**config.mk**
```make
export PLATFORM = sky130hd
export DESIGN_NAME = telemetry_top
export DESIGN_NICKNAME = d
export VERILOG_FILES = /design/src/logic/telemetry_pkg.sv /design/src/logic/sample_tick.sv /design/src/logic/telemetry_capture.sv /design/src/logic/channel_fifo.sv /design/src/logic/uart_frame_fsm.sv /design/src/logic/uart_tx.sv /design/src/logic/telemetry_top.sv
export SDC_FILE = /design/constraint.sdc
export NUM_CORES = 1
export LEC_CHECK = 0
export ABC_AREA = 1
export BUFFER_PORTS_ARGS = -buffer_cell sky130_fd_sc_hd__buf_2
export CAP_MARGIN = 30
export CORE_ASPECT_RATIO = 0.9
export CORE_MARGIN = 2
export CORE_UTILIZATION = 62
export CTS_CLUSTER_DIAMETER = 100
export DETAILED_ROUTE_END_ITERATION = 8
export PLACE_DENSITY = 0.79
export REMOVE_ABC_BUFFERS = 1
export SKIP_LAST_GASP = 1
export SLEW_MARGIN = 20
export SYNTH_ARGS = -nofsm -noshare
export SYNTH_HDL_FRONTEND = slang
export SYNTH_SLANG_ARGS = --single-unit
```
**constraint.sdc**
```tcl
create_clock -name clk -period 6 [get_ports clk]
set_clock_uncertainty 0.1 [all_clocks]
set_input_delay 1.2 -clock clk [delete_from_list [all_inputs] [get_ports clk]]
set_output_delay 1.2 -clock clk [all_outputs]
set_load 0.02 [all_outputs]
```
**src/logic/telemetry_pkg.sv**
```systemverilog
package telemetry_pkg;

	// measured value widths
	localparam int RPM_WIDTH  = 10; // wheel speed, rpm
	localparam int DIST_WIDTH = 7;  // wall distance, cm

	// frame layout
	localparam int WORD_WIDTH     = 32; // one fifo word, one frame field
	localparam int NUM_CHANNELS   = 3;  // left rpm, right rpm, distance
	localparam int BYTES_PER_WORD = WORD_WIDTH / 8;

	// one sample as it enters the capture stage
	typedef struct packed {
		logic [RPM_WIDTH-1:0]  rpm_l;
		logic [RPM_WIDTH-1:0]  rpm_r;
		logic [DIST_WIDTH-1:0] dist_cm;
	} telemetry_sample_t;

	typedef logic [WORD_WIDTH-1:0] chan_word_t; // zero-extended channel value

	// ascending range so lane 0 (left rpm) lands in the top bits, i.e. goes out first
	typedef chan_word_t [0:NUM_CHANNELS-1] chan_words_t;

	typedef enum logic [1:0] {
		FRAME_IDLE,
		FRAME_LOAD,      // latch heads, pop
		FRAME_SEND,      // start pulse for one byte
		FRAME_WAIT_DONE  // byte on the wire
	} frame_state_t;

	typedef enum logic [1:0] {
		TX_IDLE,
		TX_START,
		TX_DATA,
		TX_STOP
	} tx_state_t;

endpackage

```
**src/logic/sample_tick.sv**
```systemverilog
`timescale 1ns/1ps

module sample_tick #(
	parameter int SAMPLE_DIVISOR = 600 // clk cycles per tick
) (
	input  logic clk,
	input  logic reset,
	output logic o_tick
);

	localparam int CNT_W = (SAMPLE_DIVISOR > 1) ? $clog2(SAMPLE_DIVISOR) : 1;
	localparam logic [CNT_W-1:0] RELOAD = CNT_W'(SAMPLE_DIVISOR - 1);

	logic [CNT_W-1:0] cnt_q; // counts down to zero

	// first tick lands SAMPLE_DIVISOR edges after reset release
	always_ff @(posedge clk or posedge reset) begin
		if (reset) begin
			cnt_q  <= RELOAD;
			o_tick <= 1'b0;
		end else if (cnt_q == '0) begin
			cnt_q  <= RELOAD; // wrap and fire
			o_tick <= 1'b1;
		end else begin
			cnt_q  <= cnt_q - 1'b1;
			o_tick <= 1'b0;   // one cycle wide only
		end
	end

endmodule

```
**src/logic/telemetry_capture.sv**
```systemverilog
`timescale 1ns/1ps

module telemetry_capture import telemetry_pkg::*; (
	input  logic                    clk,
	input  logic                    reset,
	input  logic                    i_tick,
	input  logic                    i_motor_en,  // logging permitted
	input  telemetry_sample_t       i_sample,
	input  logic [NUM_CHANNELS-1:0] i_full,      // per-lane full flags
	output logic                    o_wr_en,     // shared by all lanes
	output chan_words_t             o_wr_words
);

	logic tick_q;    // tick delayed one cycle
	logic tick_fall; // trailing edge of the tick
	logic any_full;

	always_ff @(posedge clk or posedge reset) begin
		if (reset) begin
			tick_q <= 1'b0;
		end else begin
			tick_q <= i_tick;
		end
	end

	assign tick_fall = tick_q & ~i_tick;

	// one full lane drops the whole sample, lanes stay aligned
	assign any_full = |i_full;

	assign o_wr_en = tick_fall & i_motor_en & ~any_full;

	// zero-extend each field, lane order matches frame order
	assign o_wr_words[0] = chan_word_t'(i_sample.rpm_l);   // left wheel
	assign o_wr_words[1] = chan_word_t'(i_sample.rpm_r);   // right wheel
	assign o_wr_words[2] = chan_word_t'(i_sample.dist_cm); // wall distance

endmodule

```
**src/logic/channel_fifo.sv**
```systemverilog
`timescale 1ns/1ps

module channel_fifo import telemetry_pkg::*; #(
	parameter int FIFO_DEPTH_POW2 = 2 // depth = 2**FIFO_DEPTH_POW2
) (
	input  logic       clk,
	input  logic       reset,
	input  logic       i_wr_en,
	input  logic       i_rd_en, // pop, head leaves this cycle
	input  chan_word_t i_din,
	output chan_word_t o_dout,  // head word, valid while not empty
	output logic       o_empty,
	output logic       o_full
);

	localparam int DEPTH = 2 ** FIFO_DEPTH_POW2;

	chan_word_t mem [DEPTH];

	logic [FIFO_DEPTH_POW2-1:0] wr_ptr_q;
	logic [FIFO_DEPTH_POW2-1:0] rd_ptr_q;
	logic                       wr_wrap_q; // toggles each pass round the buffer
	logic                       rd_wrap_q;
	logic                       ptr_match;

	assign ptr_match = (wr_ptr_q == rd_ptr_q);
	assign o_empty   = ptr_match & (wr_wrap_q == rd_wrap_q);
	assign o_full    = ptr_match & (wr_wrap_q != rd_wrap_q); // same slot, one lap ahead

	assign o_dout = mem[rd_ptr_q]; // fall-through head

	always_ff @(posedge clk) begin
		if (i_wr_en) begin
			mem[wr_ptr_q] <= i_din;
		end
	end

	always_ff @(posedge clk or posedge reset) begin
		if (reset) begin
			wr_ptr_q  <= '0;
			rd_ptr_q  <= '0;
			wr_wrap_q <= 1'b0;
			rd_wrap_q <= 1'b0;
		end else begin
			if (i_wr_en) begin
				{wr_wrap_q, wr_ptr_q} <= {wr_wrap_q, wr_ptr_q} + 1'b1; // carry into wrap
			end
			if (i_rd_en) begin
				{rd_wrap_q, rd_ptr_q} <= {rd_wrap_q, rd_ptr_q} + 1'b1;
			end
		end
	end

	// capture stage must hold off writes on a full lane
	a_no_write_full : assert property (@(posedge clk) disable iff (reset) i_wr_en |-> !o_full)
		else $error("channel_fifo: write while full");

	// frame sequencer only pops after checking every lane
	a_no_pop_empty : assert property (@(posedge clk) disable iff (reset) i_rd_en |-> !o_empty)
		else $error("channel_fifo: pop while empty");

endmodule

```
**src/logic/uart_frame_fsm.sv**
```systemverilog
`timescale 1ns/1ps

module uart_frame_fsm import telemetry_pkg::*; (
	input  logic                    clk,
	input  logic                    reset,
	input  logic                    i_uart_en, // sending permitted
	input  logic                    i_tx_done,
	input  chan_words_t             i_words,   // fifo heads
	input  logic [NUM_CHANNELS-1:0] i_empty,
	output logic                    o_rd_en,   // shared pop
	output logic                    o_start_tx,
	output logic [7:0]              o_tx_byte
);

	localparam int FRAME_BYTES = NUM_CHANNELS * BYTES_PER_WORD; // 12
	localparam int FRAME_BITS  = NUM_CHANNELS * WORD_WIDTH;
	localparam int CNT_W       = $clog2(FRAME_BYTES);
	localparam logic [CNT_W-1:0] LAST_BYTE = CNT_W'(FRAME_BYTES - 1);

	frame_state_t          state_q;
	logic [FRAME_BITS-1:0] shift_q;     // whole frame, next byte on top
	logic [CNT_W-1:0]      byte_cnt_q;
	logic                  in_flight_q; // start seen, done not yet

	assign o_rd_en    = (state_q == FRAME_LOAD);
	assign o_start_tx = (state_q == FRAME_SEND);
	assign o_tx_byte  = shift_q[FRAME_BITS-1 -: 8]; // msb byte first

	always_ff @(posedge clk or posedge reset) begin
		if (reset) begin
			state_q    <= FRAME_IDLE;
			byte_cnt_q <= '0;
		end else begin
			case (state_q)
				FRAME_IDLE: begin
					// every lane must hold a word, frames stay whole
					if (i_uart_en && !(|i_empty)) begin
						state_q <= FRAME_LOAD;
					end
				end
				FRAME_LOAD: begin
					byte_cnt_q <= '0;
					state_q    <= FRAME_SEND;
				end
				FRAME_SEND: state_q <= FRAME_WAIT_DONE;
				FRAME_WAIT_DONE: begin
					if (i_tx_done) begin
						if (byte_cnt_q == LAST_BYTE) begin
							state_q <= FRAME_IDLE; // uart enable only matters here
						end else begin
							byte_cnt_q <= byte_cnt_q + 1'b1;
							state_q    <= FRAME_SEND;
						end
					end
				end
				default: state_q <= FRAME_IDLE;
			endcase
		end
	end

	always_ff @(posedge clk) begin
		if (state_q == FRAME_LOAD) begin
			shift_q <= i_words; // lane 0 lands in the top word
		end else if (state_q == FRAME_WAIT_DONE && i_tx_done) begin
			shift_q <= shift_q << 8;
		end
	end

	always_ff @(posedge clk or posedge reset) begin
		if (reset) begin
			in_flight_q <= 1'b0;
		end else if (o_start_tx) begin
			in_flight_q <= 1'b1;
		end else if (i_tx_done) begin
			in_flight_q <= 1'b0;
		end
	end

	// one byte at a time on the transmitter
	a_start_idle : assert property (@(posedge clk) disable iff (reset) o_start_tx |-> !in_flight_q)
		else $error("uart_frame_fsm: start while byte in flight");

	// transmitter answers only bytes it was given
	a_done_owed : assert property (@(posedge clk) disable iff (reset) i_tx_done |-> in_flight_q)
		else $error("uart_frame_fsm: done without start");

endmodule

```
**src/logic/uart_tx.sv**
```systemverilog
`timescale 1ns/1ps

module uart_tx import telemetry_pkg::*; #(
	parameter int CLKS_PER_BIT = 4 // clk cycles per serial bit
) (
	input  logic       clk,
	input  logic       reset,
	input  logic       i_start, // one-cycle request
	input  logic [7:0] i_din,
	output logic       o_serial_tx,
	output logic       o_done   // pulse after stop bit
);

	localparam int CNT_W = (CLKS_PER_BIT > 1) ? $clog2(CLKS_PER_BIT) : 1;
	localparam logic [CNT_W-1:0] BIT_END = CNT_W'(CLKS_PER_BIT - 1);

	tx_state_t        state_q;
	logic [CNT_W-1:0] clk_cnt_q; // position within a bit
	logic [2:0]       bit_idx_q;
	logic [7:0]       shift_q;   // lsb goes out next
	logic             bit_end;

	assign bit_end = (clk_cnt_q == BIT_END);

	always_ff @(posedge clk or posedge reset) begin
		if (reset) begin
			state_q   <= TX_IDLE;
			clk_cnt_q <= '0;
			bit_idx_q <= '0;
			o_done    <= 1'b0;
		end else begin
			o_done <= 1'b0;
			if (state_q == TX_IDLE || bit_end) begin
				clk_cnt_q <= '0;
			end else begin
				clk_cnt_q <= clk_cnt_q + 1'b1;
			end
			case (state_q)
				TX_IDLE: begin
					bit_idx_q <= '0;
					if (i_start) state_q <= TX_START;
				end
				TX_START: if (bit_end) state_q <= TX_DATA;
				TX_DATA: begin
					if (bit_end) begin
						bit_idx_q <= bit_idx_q + 1'b1;
						if (bit_idx_q == 3'd7) state_q <= TX_STOP; // eighth bit sent
					end
				end
				TX_STOP: begin
					if (bit_end) begin
						state_q <= TX_IDLE;
						o_done  <= 1'b1;
					end
				end
				default: state_q <= TX_IDLE;
			endcase
		end
	end

	always_ff @(posedge clk) begin
		if (state_q == TX_IDLE && i_start) begin
			shift_q <= i_din;
		end else if (state_q == TX_DATA && bit_end) begin
			shift_q <= shift_q >> 1;
		end
	end

	// line idles high
	always_comb begin
		case (state_q)
			TX_START: o_serial_tx = 1'b0;
			TX_DATA:  o_serial_tx = shift_q[0];
			default:  o_serial_tx = 1'b1; // idle and stop bit
		endcase
	end

endmodule

```
**src/logic/telemetry_top.sv**
```systemverilog
`timescale 1ns/1ps

module telemetry_top import telemetry_pkg::*; #(
	parameter int SAMPLE_DIVISOR  = 600, // must exceed one frame time
	parameter int FIFO_DEPTH_POW2 = 2,
	parameter int CLKS_PER_BIT    = 4
) (
	input  logic                  clk,
	input  logic                  reset,
	input  logic [RPM_WIDTH-1:0]  i_rpm_l,
	input  logic [RPM_WIDTH-1:0]  i_rpm_r,
	input  logic [DIST_WIDTH-1:0] i_dist_cm,
	input  logic                  i_motor_en,
	input  logic                  i_uart_en,
	output logic                  o_serial_tx
);

	telemetry_sample_t       sample;
	logic                    tick;
	logic                    wr_en;
	chan_words_t             wr_words;
	chan_words_t             rd_words;
	logic [NUM_CHANNELS-1:0] full;
	logic [NUM_CHANNELS-1:0] empty;
	logic                    rd_en;
	logic                    start_tx;
	logic [7:0]              tx_byte;
	logic                    tx_done;

	assign sample = '{rpm_l: i_rpm_l, rpm_r: i_rpm_r, dist_cm: i_dist_cm};

	sample_tick #(.SAMPLE_DIVISOR(SAMPLE_DIVISOR)) u_tick (
		.clk   (clk),
		.reset (reset),
		.o_tick(tick)
	);

	telemetry_capture u_capture (
		.clk       (clk),
		.reset     (reset),
		.i_tick    (tick),
		.i_motor_en(i_motor_en),
		.i_sample  (sample),
		.i_full    (full),
		.o_wr_en   (wr_en),
		.o_wr_words(wr_words)
	);

	// one fifo per channel, common write and pop strobes
	for (genvar ch = 0; ch < NUM_CHANNELS; ch++) begin : g_chan
		channel_fifo #(.FIFO_DEPTH_POW2(FIFO_DEPTH_POW2)) u_fifo (
			.clk    (clk),
			.reset  (reset),
			.i_wr_en(wr_en),
			.i_rd_en(rd_en),
			.i_din  (wr_words[ch]),
			.o_dout (rd_words[ch]),
			.o_empty(empty[ch]),
			.o_full (full[ch])
		);
	end

	uart_frame_fsm u_frame (
		.clk       (clk),
		.reset     (reset),
		.i_uart_en (i_uart_en),
		.i_tx_done (tx_done),
		.i_words   (rd_words),
		.i_empty   (empty),
		.o_rd_en   (rd_en),
		.o_start_tx(start_tx),
		.o_tx_byte (tx_byte)
	);

	uart_tx #(.CLKS_PER_BIT(CLKS_PER_BIT)) u_tx (
		.clk        (clk),
		.reset      (reset),
		.i_start    (start_tx),
		.i_din      (tx_byte),
		.o_serial_tx(o_serial_tx),
		.o_done     (tx_done)
	);

endmodule

```
==> run metrics <==
Yosys top cell by area edfxtp_1; Horiz. Die Dim 141 um; Most used DFF post-synth edfxtp_1; grt met3 use 0.0321; GRT Total Usage 0.210; Layout Cell Area excl Fill between 10000 and 15000 um2; largest net degree at the start of global routing 86; outcome finished, final reports clean; CTS clk-pin slew, worst paths approximately 0.060 ns; # hold bufs at CTS 0; busiest grt layer met2; Die H around 130 um; WL/cell roughly 16 um; Peak VDD IR about 0.21 mV; count leader, synth nor2_1; worst hold stages 0; crit-path leading delay family simple AND/OR/NAND/NOR gates; die area approximately 18000 um2; multi-input logic area about 2500 um2; Final TNS setup 0 ns; Synth cell types 34; first-pass GRT wire length ~30 mm; Vias/cell 5.31; RSZ-0062 raised after global routing false; Initial DRC Count between 400 and 500; Synth top cells by count 210 x nor2_1, 208 x edfxtp_1, 115 x inv_1; Arrival @ worst endpoint 3.15 ns; Final Setup Violations 0; H-tree depth 1; I/O Pins 32; vias in the first global route just under 6000; grt total ovfl 0; DP HPWL between 10 and 15 mm; grt met2 use 0.356; CORE AREA about 16000 um2; CTS buffer count 25; post-layout minimum cycle time 3.10 ns; Final Cycle Share 0.517; drt pass-1 iters 5; final core utilization 0.706; reg2reg path depth 8; Max-Cap Viols 0; clock sinks approximately 250; Max Fclk between 300 and 400 MHz; Top cell by count, worst path nand2_1; via count about 6100; syn avg cell area about 12 um2; CTS root buf clkbuf_16; Worst EP required around 6 ns; FF/Latch Area 7350 um2; CTS tree built; antenna violations before repair 0; total power 3.39 mW; layout cells sized above 1 0.110; power per cell area slightly below 300 nW/um2; setup bufs post-CTS 0; Final Max Slew Viols 0; Synth Warn # 0; clock buffer depth 3; row count 44; Worst path max stage delay around 0.86 ns; GPL Wtd Cong 0.903; Final Hold Violating Endpoints 0; top cell type's share of synthesized area 0.600; worst slew pin tran around 0.82 ns; Synth async-reset ratio 0.175; Synth Instances between 800 and 900; P_leak 4.51 nW; Worst Path Max Fanout 24; remaining antenna violation count 0; Buffers on Ports 31; slowest CP cell dfrtp_1; Final #Nets a little under 1000; critical path launch point type flip-flop; Synth area leaders edfxtp_1 60%, dfrtp_1 9.1%, nor2_1 7.6%; Area Growth Syn to Fin 10.6%; number of diodes 0; CP Cell Sequence inv_2 -> nand2_1 -> nand2_1 -> nand3_1 -> nand2_4 -> nor2_8 -> inv_4 -> nor2_1; post-CTS resize count 0; Post-synth EDFFs between 200 and 250; max_slew headroom 0.451; Worst path depth 8; Crit Path Class flip-flop to flip-flop; Routed WL around 18 mm; Initial Util 0.638; Buf/Inv on CP 2; CP endpoint kind flip-flop; Post-Place Cell Area around 11000 um2; DRC Markers 0; synthesized flop and latch total 252; M1 GR Usage 0.286; Post-Synthesis Cell Area roughly 10000 um2; hold crit path type flip-flop to flip-flop; clk_lat worst skew 0.52 ns; sequential fraction of the synthesis area 0.707; fill cell count roughly 1100
[sequential cells by signal, indices dropped and copies added, names as in the netlist, 4 cells and up]
signal and flops:
g_chan.u_fifo.rd_ptr_q 6, g_chan.u_fifo.mem 108, u_tick.cnt_q 10, g_chan.u_fifo.wr_ptr_q 6, u_tx.shift_q 8, u_frame.byte_cnt_q 4, u_frame.shift_q 92
[report_power, final]
part           total (mW)  leakage (nW)  switching [mW]  internal, mW
clock                1.47         0.371           0.609         0.864
combinational      0.0345          1.74          0.0244        0.0101
sequential           1.89          2.39         0.00162          1.88
total                3.39          4.51           0.635          2.76
[stage by stage]
step | setup WS (ns) | instances | hold WS, ns
finish | 2.90 | 1141 | 0.274
global route | 2.59 | 1141 | 0.302
CTS | 2.88 | 1140 | 0.275
detailed placement | 2.89 | 1095 | 0.258
global placement | 2.99 | 1095 | 0.252
floorplan | 0.936 | 854 | 0.247
[worst paths after layout]
| check | slack [ns] | to | from |
|---|---|---|---|
| min in group asynchronous | 0.71 | u_tx.clk_cnt_q[1] | reset |
| setup / recovery | 2.90 | g_chan[0].u_fifo.mem[0][5] | g_chan[0].u_fifo.rd_ptr_q[0] |
| max in group asynchronous | 4.70 | u_tick.cnt_q[1] | reset |
| setup reg to reg | 2.90 | g_chan[0].u_fifo.mem[0][5] | g_chan[0].u_fifo.rd_ptr_q[0] |
| hold reg to reg | 0.27 | u_capture.tick_q | u_tick.o_tick |
| hold / removal | 0.27 | u_capture.tick_q | u_tick.o_tick |
[layout make-up]
cell class / instances / area share
clock inverter: 11 / 0.00902
sequential: 252 / 0.639
clock buffer: 34 / 0.0582
inverter: 121 / 0.0399
tap: 207 / 0.0225
multi-input combinational: 481 / 0.213
timing repair buffer: 35 / 0.0183
[metal layers]
metal | part of all wire | vias to the layer above
met5 | 0 | -
met4 | 0.029 | 0
met3 | 0.051 | 40
met2 | 0.48 | 152
met1 | 0.44 | 2869
li1 | - | 2995
[layout by cell type (no fill, tap or decap), drive strengths merged, types with 2 or more instances in the layout]
| cell | Yosys | routed |
|---|---|---|
| mux2 | 7 | 7 |
| clkinv | 0 | 8 |
| dfstp | 6 | 6 |
| nand2 | 76 | 76 |
| nor2 | 222 | 222 |
| clkbuf | 15 | 34 |
| ha | 24 | 24 |
| inv | 121 | 121 |
| nand3 | 17 | 17 |
| o21ai | 80 | 80 |
| a21oi | 12 | 12 |
| edfxtp | 208 | 208 |
| buf | 16 | 35 |
| dfrtp | 38 | 38 |
| xor2 | 13 | 13 |
| nor3 | 2 | 2 |
| nand4 | 2 | 2 |
| a31oi | 19 | 19 |
| bufinv | 0 | 2 |
| xnor2 | 2 | 2 |
[kinds of logic (layout without fill, tap and decap cells)]
kind of cell | after synthesis | after routing | share of synthesized area
XOR/XNOR | 15 | 15 | 0.0126
multiplexers | 7 | 7 | 0.00758
AND/OR/NAND/NOR | 321 | 321 | 0.127
flip-flops | 252 | 252 | 0.707
buffers and inverters | 152 | 201 | 0.0586
adder cells (fa/ha/maj) | 24 | 24 | 0.0289
AO/OA/AOI/OAI | 114 | 114 | 0.0579
Note: power is estimated with default switching activity, not from simulation.
